## src/design/kronos_pkg.sv

```systemverilog
// --------------------------------------
// Kronos ID stage shared widths, opcode and ALU encodings
// --------------------------------------
package kronos_pkg;

    // Data and register index widths
    localparam int XLEN       = 32;
    localparam int REG_ADDR_W = 5;

    // Constant operands
    localparam logic [XLEN-1:0] FOUR = 32'd4;
    localparam logic [XLEN-1:0] ZERO = 32'd0;

    // --------------------------------------
    // RV32I major opcodes, instruction bits 6:2
    typedef enum logic [4:0] {
        OP_LOAD  = 5'b00000,
        OP_OPIMM = 5'b00100,
        OP_AUIPC = 5'b00101,
        OP_STORE = 5'b01000,
        OP_OP    = 5'b01100,
        OP_LUI   = 5'b01101,
        OP_BR    = 5'b11000,
        OP_JALR  = 5'b11001,
        OP_JAL   = 5'b11011
    } opcode_e;

    // ALU result select
    typedef enum logic [2:0] {
        ALU_ADDER = 3'd0,
        ALU_AND   = 3'd1,
        ALU_OR    = 3'd2,
        ALU_XOR   = 3'd3,
        ALU_COMP  = 3'd4,
        ALU_SHIFT = 3'd5
    } alu_sel_e;

    // --------------------------------------
    // Execute stage controls, 9 bits
    typedef struct packed {
        logic     cin;   // Carry in, subtract
        logic     rev;   // Bit reverse for left shift
        logic     uns;   // Unsigned compare / logical shift
        logic     eq;    // Equality compare
        logic     inv;   // Invert compare result
        logic     align; // Clear sum bit 0
        alu_sel_e sel;
    } ex_ctrl_t;

endpackage

```

## src/design/rf_read_if.sv

```systemverilog
// --------------------------------------
// Two-port register file read bundle
// --------------------------------------
`timescale 1ns/1ps

interface rf_read_if;
    import kronos_pkg::*;

    logic [REG_ADDR_W-1:0] rs1_addr;
    logic [REG_ADDR_W-1:0] rs2_addr;
    logic [XLEN-1:0]       rs1_data;
    logic [XLEN-1:0]       rs2_data;

    // Decode side drives the indices
    modport requester (output rs1_addr, rs2_addr, input rs1_data, rs2_data);

    // Register array answers with data
    modport regfile (input rs1_addr, rs2_addr, output rs1_data, rs2_data);

endinterface

```

## src/design/kronos_regfile.sv

```systemverilog
// --------------------------------------
// Integer register file, 32x32, x0 hardwired to zero
// --------------------------------------
`timescale 1ns/1ps

module kronos_regfile (
    input  logic                              clk,
    rf_read_if.regfile                        rd_port,
    input  logic                              wr_en,
    input  logic [kronos_pkg::REG_ADDR_W-1:0] wr_sel,
    input  logic [kronos_pkg::XLEN-1:0]       wr_data
);
    import kronos_pkg::*;

    // Flop array, contents undefined until written
    logic [XLEN-1:0] regs [2**REG_ADDR_W];

    // --------------------------------------
    // Combinational reads

    assign rd_port.rs1_data = (rd_port.rs1_addr != '0) ? regs[rd_port.rs1_addr]
                                                       : ZERO; // x0 reads zero
    assign rd_port.rs2_data = (rd_port.rs2_addr != '0) ? regs[rd_port.rs2_addr]
                                                       : ZERO;

    // --------------------------------------
    // Single write port

    // Writes to x0 land in the array but are masked on read
    always_ff @(posedge clk) begin
        if (wr_en) begin
            regs[wr_sel] <= wr_data;
        end
    end

endmodule

```

## src/design/kronos_imm_decode.sv

```systemverilog
// --------------------------------------
// Immediate decoder for I, S, B, U and J formats
// --------------------------------------
`timescale 1ns/1ps

module kronos_imm_decode (
    input  logic [kronos_pkg::XLEN-1:0] ir,
    output logic [kronos_pkg::XLEN-1:0] immediate
);
    import kronos_pkg::*;

    opcode_e opcode;
    logic    sign;
    logic    fmt_i, fmt_s, fmt_b, fmt_u, fmt_j;

    // Immediate segments, LSB first
    logic        seg_a; // [0]
    logic [3:0]  seg_b; // [4:1]
    logic [5:0]  seg_c; // [10:5]
    logic        seg_d; // [11]
    logic [7:0]  seg_e; // [19:12]
    logic [11:0] seg_f; // [31:20]

    assign opcode = opcode_e'(ir[6:2]);
    assign sign   = ir[31]; // Every format signs from bit 31

    // Format classes
    assign fmt_i = opcode inside {OP_OPIMM, OP_JALR, OP_LOAD};
    assign fmt_s = (opcode == OP_STORE);
    assign fmt_b = (opcode == OP_BR);
    assign fmt_u = opcode inside {OP_LUI, OP_AUIPC};
    assign fmt_j = (opcode == OP_JAL);

    always_comb begin
        // Bit 0 exists only in I and S
        seg_a = fmt_i ? ir[20] : (fmt_s ? ir[7] : 1'b0);

        if (fmt_u)              seg_b = 4'b0;
        else if (fmt_i || fmt_j) seg_b = ir[24:21];
        else                    seg_b = ir[11:8]; // S and B

        seg_c = fmt_u ? 6'b0 : ir[30:25];

        // Bit 11 moves around the most
        if (fmt_u)      seg_d = 1'b0;
        else if (fmt_b) seg_d = ir[7];
        else if (fmt_j) seg_d = ir[20];
        else            seg_d = sign;

        seg_e = (fmt_u || fmt_j) ? ir[19:12] : {8{sign}};
        seg_f = fmt_u ? ir[31:20] : {12{sign}}; // U fills upper 20 bits
    end

    assign immediate = {seg_f, seg_e, seg_d, seg_c, seg_b, seg_a};

endmodule

```

## src/design/kronos_ex_decode.sv

```systemverilog
// --------------------------------------
// Execute control decode and illegal instruction check
// --------------------------------------
`timescale 1ns/1ps

module kronos_ex_decode (
    input  logic [kronos_pkg::XLEN-1:0] ir,
    output kronos_pkg::ex_ctrl_t        ex_ctrl,
    output logic                        is_illegal
);
    import kronos_pkg::*;

    opcode_e    opcode;
    logic [2:0] funct3;
    logic [6:0] funct7;
    logic       f7_zero;
    logic       f7_alt;     // 0100000, SUB and SRA forms
    logic       instr_valid;

    assign opcode  = opcode_e'(ir[6:2]);
    assign funct3  = ir[14:12];
    assign funct7  = ir[31:25];
    assign f7_zero = (funct7 == 7'd0);
    assign f7_alt  = (funct7 == 7'd32);

    always_comb begin
        // Default is a plain add
        ex_ctrl     = '{cin: 1'b0, rev: 1'b0, uns: 1'b0, eq: 1'b0,
                        inv: 1'b0, align: 1'b0, sel: ALU_ADDER};
        instr_valid = 1'b0;

        case (opcode)
            OP_LUI, OP_AUIPC, OP_JAL: instr_valid = 1'b1;

            OP_JALR: begin
                ex_ctrl.align = 1'b1;           // Target LSB cleared
                instr_valid   = (funct3 == 3'b000);
            end

            // --------------------------------------
            OP_BR: begin
                ex_ctrl.sel = ALU_COMP;
                ex_ctrl.eq  = ~funct3[2];             // BEQ, BNE
                ex_ctrl.cin = funct3[2];              // BLT(U), BGE(U)
                ex_ctrl.uns = funct3[2] & funct3[1];  // BLTU, BGEU
                ex_ctrl.inv = funct3[0];              // BNE, BGE, BGEU
                instr_valid = (funct3 != 3'b010) && (funct3 != 3'b011);
            end

            OP_LOAD: begin
                // LB LH LW LBU LHU
                instr_valid = funct3 inside {3'b000, 3'b001, 3'b010, 3'b100, 3'b101};
            end

            OP_STORE: instr_valid = funct3 inside {3'b000, 3'b001, 3'b010};

            // --------------------------------------
            // Register and immediate ALU ops share funct3 decode
            OP_OPIMM, OP_OP: begin
                case (funct3)
                    3'b000: ex_ctrl.cin = (opcode == OP_OP) & f7_alt; // SUB
                    3'b001: begin                       // SLL
                        ex_ctrl.rev = 1'b1;
                        ex_ctrl.uns = 1'b1;
                        ex_ctrl.sel = ALU_SHIFT;
                    end
                    3'b010: begin                       // SLT
                        ex_ctrl.cin = 1'b1;
                        ex_ctrl.sel = ALU_COMP;
                    end
                    3'b011: begin                       // SLTU
                        ex_ctrl.cin = 1'b1;
                        ex_ctrl.uns = 1'b1;
                        ex_ctrl.sel = ALU_COMP;
                    end
                    3'b100: ex_ctrl.sel = ALU_XOR;
                    3'b101: begin                       // SRL, SRA
                        ex_ctrl.uns = ~f7_alt;
                        ex_ctrl.sel = ALU_SHIFT;
                    end
                    3'b110: ex_ctrl.sel = ALU_OR;
                    default: ex_ctrl.sel = ALU_AND;
                endcase

                // Legal funct7 per form
                if (opcode == OP_OP)
                    instr_valid = f7_zero || (f7_alt && funct3 inside {3'b000, 3'b101});
                else if (funct3 == 3'b001)
                    instr_valid = f7_zero;              // SLLI
                else if (funct3 == 3'b101)
                    instr_valid = f7_zero || f7_alt;    // SRLI, SRAI
                else
                    instr_valid = 1'b1;                 // funct7 is immediate
            end

            default: instr_valid = 1'b0; // SYSTEM, MISC-MEM and unknown
        endcase
    end

    assign is_illegal = ~instr_valid | (ir[1:0] != 2'b11);

endmodule

```

## src/design/kronos_id_ctrl.sv

```systemverilog
// --------------------------------------
// ID stage handshake, operand select and output register
// --------------------------------------
`timescale 1ns/1ps

module kronos_id_ctrl (
    input  logic                              clk,
    input  logic                              rstz,
    input  logic                              flush,
    input  logic [kronos_pkg::XLEN-1:0]       ir,
    input  logic [kronos_pkg::XLEN-1:0]       pc,
    input  logic                              in_valid,
    output logic                              in_ready,
    rf_read_if.requester                      rd_port,
    input  logic [kronos_pkg::XLEN-1:0]       immediate,
    input  kronos_pkg::ex_ctrl_t              ex_ctrl_in,
    input  logic                              illegal_in,
    output logic [kronos_pkg::XLEN-1:0]       op1,
    output logic [kronos_pkg::XLEN-1:0]       op2,
    output logic [kronos_pkg::XLEN-1:0]       op3,
    output logic [kronos_pkg::XLEN-1:0]       op4,
    output kronos_pkg::ex_ctrl_t              ex_ctrl,
    output logic [kronos_pkg::REG_ADDR_W-1:0] rd,
    output logic                              rd_write,
    output logic                              branch,
    output logic                              branch_cond,
    output logic                              ld,
    output logic                              st,
    output logic [2:0]                        funct3,
    output logic                              is_illegal,
    output logic                              out_valid,
    input  logic                              out_ready
);
    import kronos_pkg::*;

    opcode_e               opcode;
    logic [REG_ADDR_W-1:0] rd_addr;
    logic                  accept;
    logic [XLEN-1:0]       op1_d, op2_d, op3_d, op4_d;

    assign opcode   = opcode_e'(ir[6:2]);
    assign rd_addr  = ir[11:7];

    assign rd_port.rs1_addr = ir[19:15];
    assign rd_port.rs2_addr = ir[24:20];

    // --------------------------------------
    // Handshake, one item held at most
    assign in_ready = ~out_valid | out_ready;
    assign accept   = in_valid & in_ready & ~flush; // Flush drops the offer

    always_ff @(posedge clk or negedge rstz) begin
        if (!rstz) begin
            out_valid <= 1'b0;
        end else if (flush) begin
            out_valid <= 1'b0;
        end else if (accept) begin
            out_valid <= 1'b1;      // Back to back when drained same edge
        end else if (out_ready) begin
            out_valid <= 1'b0;
        end
    end

    // --------------------------------------
    // Operand select
    always_comb begin
        op1_d = pc;
        op2_d = FOUR;
        op3_d = pc;
        op4_d = FOUR;
        if (illegal_in) begin
            op1_d = ZERO;
            op2_d = ir;             // Raw word for the trap value
        end else begin
            case (opcode)
                OP_LUI:   begin op1_d = ZERO; op2_d = immediate; end
                OP_AUIPC: op2_d = immediate;
                OP_JAL:   op4_d = immediate;
                OP_JALR:  begin op3_d = rd_port.rs1_data; op4_d = immediate; end
                OP_BR: begin
                    op1_d = rd_port.rs1_data;
                    op2_d = rd_port.rs2_data;
                    op4_d = immediate;  // Branch target offset
                end
                OP_LOAD, OP_OPIMM: begin op1_d = rd_port.rs1_data; op2_d = immediate; end
                OP_STORE: begin
                    op1_d = rd_port.rs1_data;
                    op2_d = immediate;
                    op3_d = ZERO;
                    op4_d = rd_port.rs2_data; // Store data through the adder
                end
                OP_OP:    begin op1_d = rd_port.rs1_data; op2_d = rd_port.rs2_data; end
                default:  ;
            endcase
        end
    end

    // --------------------------------------
    // Decoded payload, loaded on acceptance only
    always_ff @(posedge clk) begin
        if (accept) begin
            op1         <= op1_d;
            op2         <= op2_d;
            op3         <= op3_d;
            op4         <= op4_d;
            ex_ctrl     <= ex_ctrl_in;
            rd          <= rd_addr;
            rd_write    <= (rd_addr != '0) &&
                           (opcode inside {OP_LUI, OP_AUIPC, OP_JAL, OP_JALR, OP_OPIMM, OP_OP});
            branch      <= opcode inside {OP_JAL, OP_JALR};
            branch_cond <= (opcode == OP_BR);
            ld          <= (opcode == OP_LOAD);
            st          <= (opcode == OP_STORE);
            funct3      <= ir[14:12];   // Load/store size and sign
            is_illegal  <= illegal_in;
        end
    end

endmodule

```

## src/design/kronos_id.sv

```systemverilog
// --------------------------------------
// Kronos RV32I instruction decode stage, top level
// --------------------------------------
`timescale 1ns/1ps

module kronos_id (
    input  logic                              clk,
    input  logic                              rstz,
    input  logic                              flush,
    input  logic [kronos_pkg::XLEN-1:0]       ir,
    input  logic [kronos_pkg::XLEN-1:0]       pc,
    input  logic                              in_valid,
    output logic                              in_ready,
    output logic [kronos_pkg::XLEN-1:0]       op1,
    output logic [kronos_pkg::XLEN-1:0]       op2,
    output logic [kronos_pkg::XLEN-1:0]       op3,
    output logic [kronos_pkg::XLEN-1:0]       op4,
    output logic                              cin,
    output logic                              rev,
    output logic                              uns,
    output logic                              eq,
    output logic                              inv,
    output logic                              align,
    output kronos_pkg::alu_sel_e              sel,
    output logic [kronos_pkg::REG_ADDR_W-1:0] rd,
    output logic                              rd_write,
    output logic                              branch,
    output logic                              branch_cond,
    output logic                              ld,
    output logic                              st,
    output logic [2:0]                        funct3,
    output logic                              is_illegal,
    output logic                              out_valid,
    input  logic                              out_ready,
    input  logic                              wr_en,
    input  logic [kronos_pkg::REG_ADDR_W-1:0] wr_sel,
    input  logic [kronos_pkg::XLEN-1:0]       wr_data
);
    import kronos_pkg::*;

    logic [XLEN-1:0] immediate;
    ex_ctrl_t        ex_ctrl_dec;   // Combinational decode
    ex_ctrl_t        ex_ctrl_q;     // Registered copy
    logic            illegal_dec;

    rf_read_if rf_rd ();

    kronos_regfile u_regfile (
        .clk    (clk),
        .rd_port(rf_rd.regfile),
        .wr_en  (wr_en),
        .wr_sel (wr_sel),
        .wr_data(wr_data)
    );

    kronos_imm_decode u_imm_decode (.ir(ir), .immediate(immediate));

    kronos_ex_decode u_ex_decode (
        .ir        (ir),
        .ex_ctrl   (ex_ctrl_dec),
        .is_illegal(illegal_dec)
    );

    kronos_id_ctrl u_ctrl (
        .clk        (clk),
        .rstz       (rstz),
        .flush      (flush),
        .ir         (ir),
        .pc         (pc),
        .in_valid   (in_valid),
        .in_ready   (in_ready),
        .rd_port    (rf_rd.requester),
        .immediate  (immediate),
        .ex_ctrl_in (ex_ctrl_dec),
        .illegal_in (illegal_dec),
        .op1        (op1),
        .op2        (op2),
        .op3        (op3),
        .op4        (op4),
        .ex_ctrl    (ex_ctrl_q),
        .rd         (rd),
        .rd_write   (rd_write),
        .branch     (branch),
        .branch_cond(branch_cond),
        .ld         (ld),
        .st         (st),
        .funct3     (funct3),
        .is_illegal (is_illegal),
        .out_valid  (out_valid),
        .out_ready  (out_ready)
    );

    // Struct fields out to flat ports
    assign cin   = ex_ctrl_q.cin;
    assign rev   = ex_ctrl_q.rev;
    assign uns   = ex_ctrl_q.uns;
    assign eq    = ex_ctrl_q.eq;
    assign inv   = ex_ctrl_q.inv;
    assign align = ex_ctrl_q.align;
    assign sel   = ex_ctrl_q.sel;

endmodule

```

## config.mk

```make
export PLATFORM = sky130hd
export DESIGN_NAME = kronos_id
export DESIGN_NICKNAME = d
export VERILOG_FILES = /design/src/design/kronos_pkg.sv /design/src/design/rf_read_if.sv /design/src/design/kronos_regfile.sv /design/src/design/kronos_imm_decode.sv /design/src/design/kronos_ex_decode.sv /design/src/design/kronos_id_ctrl.sv /design/src/design/kronos_id.sv
export SDC_FILE = /design/constraint.sdc
export NUM_CORES = 1
export LEC_CHECK = 0
export BUFFER_PORTS_ARGS = -buffer_cell sky130_fd_sc_hd__clkbuf_2
export CAP_MARGIN = 20
export CORE_UTILIZATION = 45
export CTS_CLUSTER_SIZE = 20
export DETAILED_ROUTE_END_ITERATION = 8
export SYNTH_ARGS = -nofsm -noshare
export SYNTH_HDL_FRONTEND = slang
export SYNTH_SLANG_ARGS = --single-unit
```

## constraint.sdc

```tcl
create_clock -name clk -period 17.5 [get_ports clk]
set_clock_uncertainty 0.15 [all_clocks]
set_input_delay 1.75 -clock clk [delete_from_list [all_inputs] [get_ports clk]]
set_output_delay 1.75 -clock clk [all_outputs]
set_load 0.02 [all_outputs]
```

==> flow_metrics.tcl <==
set metrics [dict create \
    numCtsBuffers 119 \
    ctsHtreeMaxLevel 3 \
    timing.final.crit_period_ns 6.26 \
    cpMostUsedCell "sky130_fd_sc_hd__buf_4" \
    achievable-frequency_ghz 0.160 \
    total_leakage_power_nw 19.9 \
    global_route_wire_length_before_repair_mm 252 \
    wl_per_cell_um 37.0 \
    setup-violations-final 0 \
    wire_length_reported_by_the_detailed_router_mm 181 \
    async_flop_share_pct 0.0854 \
    globalRoute.busiestLayer "met2" \
    dpl.hpwl_mm 104 \
    crit_path_top_delay_cell "sky130_fd_sc_hd__buf_4" \
    number_of_clock_sinks 1171 \
    synth.ff_latch_count 1171 \
    core.rowCount 126 \
    cp.buffers_inverters 4 \
    synth-edff-count 1170 \
    design.final.nets 3353 \
    synth_cell_types 62 \
    cts_root_buffer "sky130_fd_sc_hd__clkbuf_16" \
    gr-usage-met1_pct 40.9 \
    grt.overflow.total 0 \
    die_y_um 347 \
    fin_tns_setup_ns 0 \
    clk_transition_reported_paths_ns 0.06 \
    startpoint_type "input pin" \
    post_synth_xor_area_fraction_pct 0.0327 \
    route.antenna.remaining_nets 0 \
    vdd_drop_max_uv 87.6 \
    cts_tree "yes" \
    register_area_sq_um 35200 \
    synthesis.nets 3119 \
    cts_setup_buffers 0 \
    vias_in_the_first_global_route 33300 \
    ctsLongestPathBuffers 3 \
    globalRouteMet3Util_pct 7.08 \
    grt_start_max_net_pins 152 \
    main_flop_type_after_synthesis "sky130_fd_sc_hd__edfxtp_1" \
    synth_compound_area_share_pct 6.61 \
    gr-usage-all-layers_pct 29.8 \
    fraction_of_the_cycle_the_final_worst_path_needs_pct 35.7 \
    initial_utilization_pct 45.4 \
    vias 33600 \
    post_synth_fa_ha_maj_area_fraction_pct 0 \
    global_route.usage.met2_pct 46.2 \
    worst_ep_arrival_time_ns 6.55 \
    timing.slew.headroom_pct 20.1 \
    floorplan.die_area_sq_um 120000 \
    synth_cells 3012 \
    hold_class "reg2reg" \
    fill_cells 9424 \
    io_pins 260 \
    drc 0 \
    port_buffers 259 \
    grt_setup_unrepaired "false" \
    critical-path-top-delay-family "buffers and inverters" \
    antenna_found_initial 12 \
    critical_path_class "in2reg" \
    synth.area.mux_share_pct 21.8 \
    cp.required_ns 17.80 \
    max_cap_viol_count 0 \
    share_of_layout_cells_above_drive_strength_1_pct 30.6 \
    cts_resized 0 \
    core-area_sq_um 118000 \
    firstDrtPassIters 5 \
    multi_input_comb_area_sq_um 17700 \
    maximum_fanout_encountered_on_the_critical_timing_path 79 \
    tightest_pin_transition_ns 1.20 \
    crit_chain "buf_8 -> buf_4 -> buf_4 -> buf_4 -> mux4_2 -> mux2_2 -> a221oi_1 -> a311oi_1 -> a21oi_1 -> nor2_1" \
    synth-seq-area-share_pct 65.6 \
    final_max_slew_viol_count 0 \
    clkLatencyLatePin_ns 0.73 \
    drt_first_iter_violations 4849 \
    hold_viol 0 \
    worstSetupEndpointType "register" \
    status "finished, final reports clean" \
    synthSimpleGateAreaFrac_pct 3.89 \
    avgSynthCellArea_sq_um 17.8 \
    critPathMaxStageDelay_ns 0.91 \
    post_cts_hold_buffer_count 0 \
    ys.warnings.count 0 \
    die_width_um 347 \
    place.gp.congestion 0.872 \
    avgViaCountPerCell 6.87 \
    combinational_family_with_the_most_area_after_synthesis "multiplexers" \
    synth_area_sq_um 53600 \
    syn2layout_area_growth_pct 13.5 \
    finish.utilization_pct 51.5 \
    power_density_nw_per_um2 103 \
]
==> synthesized netlist by cell type (all sizes together), types with 2 or more instances <==
library cell	instances	area, sq um
edfxtp	1170	35100
mux4	397	8940
mux2i	232	2320
nor2	186	701
a22oi	155	1160
clkbuf	121	454
buf	115	569
nand2	85	319
a21oi	62	310
nand3	50	250
a221oi	48	420
nor3	46	246
mux2	39	439
a32oi	32	280
o2bb2ai	32	280
nor2b	30	188
a211oi	22	170
o22ai	19	119
a31oi	17	121
a22o	16	140
o21ai	16	80.1
inv	12	47.6
a2bb2oi	10	87.6
nand4	10	62.6
a21o	9	67.6
a221o	9	90.1
o211ai	8	60.1
nand3b	7	52.6
a311oi	6	52.6
nand2b	6	37.5
and3	5	31.3
and2	4	25.0
nor3b	4	30.0
or3b	4	35.0
a21boi	3	22.5
and3b	3	26.3
or3	3	18.8
nor4	2	18.8
o2111ai	2	17.5
o21a	2	15.0
or4	2	15.0
xor2	2	17.5
==> worst paths after layout <==
path                                         from          endpoint  slack (ns)  cells after the start
max in group asynchronous                    rstz  u_ctrl.out_valid       16.45                      1
max                                        ir[20]    u_ctrl.op4[27]       11.24                     10
min                              u_ctrl.out_valid  u_ctrl.out_valid        0.56                      3
min reg2reg                      u_ctrl.out_valid  u_ctrl.out_valid        0.56                      3
min in group asynchronous                    rstz  u_ctrl.out_valid        0.66                      1
max reg2reg                u_regfile.regs[24][12]    u_ctrl.op2[12]       14.51                      6
==> power by group <==
group	total (mW)	switching (mW)	internal (mW)
registers	3.15	0.0180	3.14
logic	0.551	0.359	0.191
clock network	2.56	1.09	1.48
total	6.27	1.46	4.80
==> cell type report <==
class	count	area share (%)
Tap cell	1536	3.16
Clock inverter	74	1.20
Timing Repair Buffer	349	3.40
Antenna cell	5	0.0206
Multi-Input combinational cell	1592	29.2
Clock buffer	149	5.19
Inverter	13	0.0843
Sequential cell	1171	57.8
==> state kept, by name (all words and copies together), names as in the netlist <==
name	flops
u_ctrl.is_illegal	1
u_ctrl.branch	1
u_ctrl.op3	32
u_ctrl.ex_ctrl	9
u_ctrl.ld	1
u_ctrl.branch_cond	1
u_ctrl.funct3	3
u_ctrl.rd_write	1
u_ctrl.st	1
u_ctrl.op1	32
u_regfile.regs	1019
u_ctrl.rd	5
u_ctrl.op2	32
u_ctrl.out_valid	1
u_ctrl.op4	32
==> per-layer routing <==
layer	share of wire, %	vias to the layer above
met3	11	369
met2	46	2303
met5	0.045	-
li1	-	13200
met4	3.7	12
met1	39	17700
==> stage by stage <==
step                      hold WS, ns  total power [mW]  cell area [sq um]  instances  setup WS, ns
after floorplan                 0.609              3.53              53600       3012          3.77
after global placement          0.547              3.75              56900       4658         10.54
after detailed placement        0.556              3.76              56900       4659         10.43
after CTS                       0.564              6.29              60800       4882         11.21
after global routing            0.586              6.42              60800       4887         10.90
final                           0.560              6.27              60800       4889         11.24
==> worst reg2reg max path: cells and delay by family, from the launching register on <==
| kind | cells | cell delay [ns] |
|---|---|---|
| AOI/OAI and AO/OA | 4 | 1.18 |
| DFF | 1 | 0.40 |
| and+or+nand+nor | 1 | 0.48 |
| muxes | 1 | 0.46 |
==> cell usage in the layout, fill, tap and decap left out, drive strengths merged, types with 17 or more instances in the layout <==
| cell type | instances |
|---|---|
| nor3 | 46 |
| o2bb2ai | 32 |
| a31oi | 17 |
| mux4 | 397 |
| a22oi | 155 |
| clkinv | 54 |
| nor2b | 30 |
| clkbuf | 403 |
| a21oi | 62 |
| a221oi | 48 |
| o22ai | 19 |
| a32oi | 32 |
| nand2 | 85 |
| mux2i | 232 |
| mux2 | 39 |
| a211oi | 22 |
| nand3 | 50 |
| buf | 95 |
| nor2 | 186 |
| edfxtp | 1170 |
==> cells by family (layout without fill, tap and decap cells) <==
kind of cell	after synthesis	count (layout)
AO/OA/AOI/OAI	472	472
XOR/XNOR	2	2
buffers and inverters	249	585
flip-flops	1171	1171
multiplexers	668	668
other	0	5
AND/OR/NAND/NOR	450	450
(Power assumes the default switching activity.)
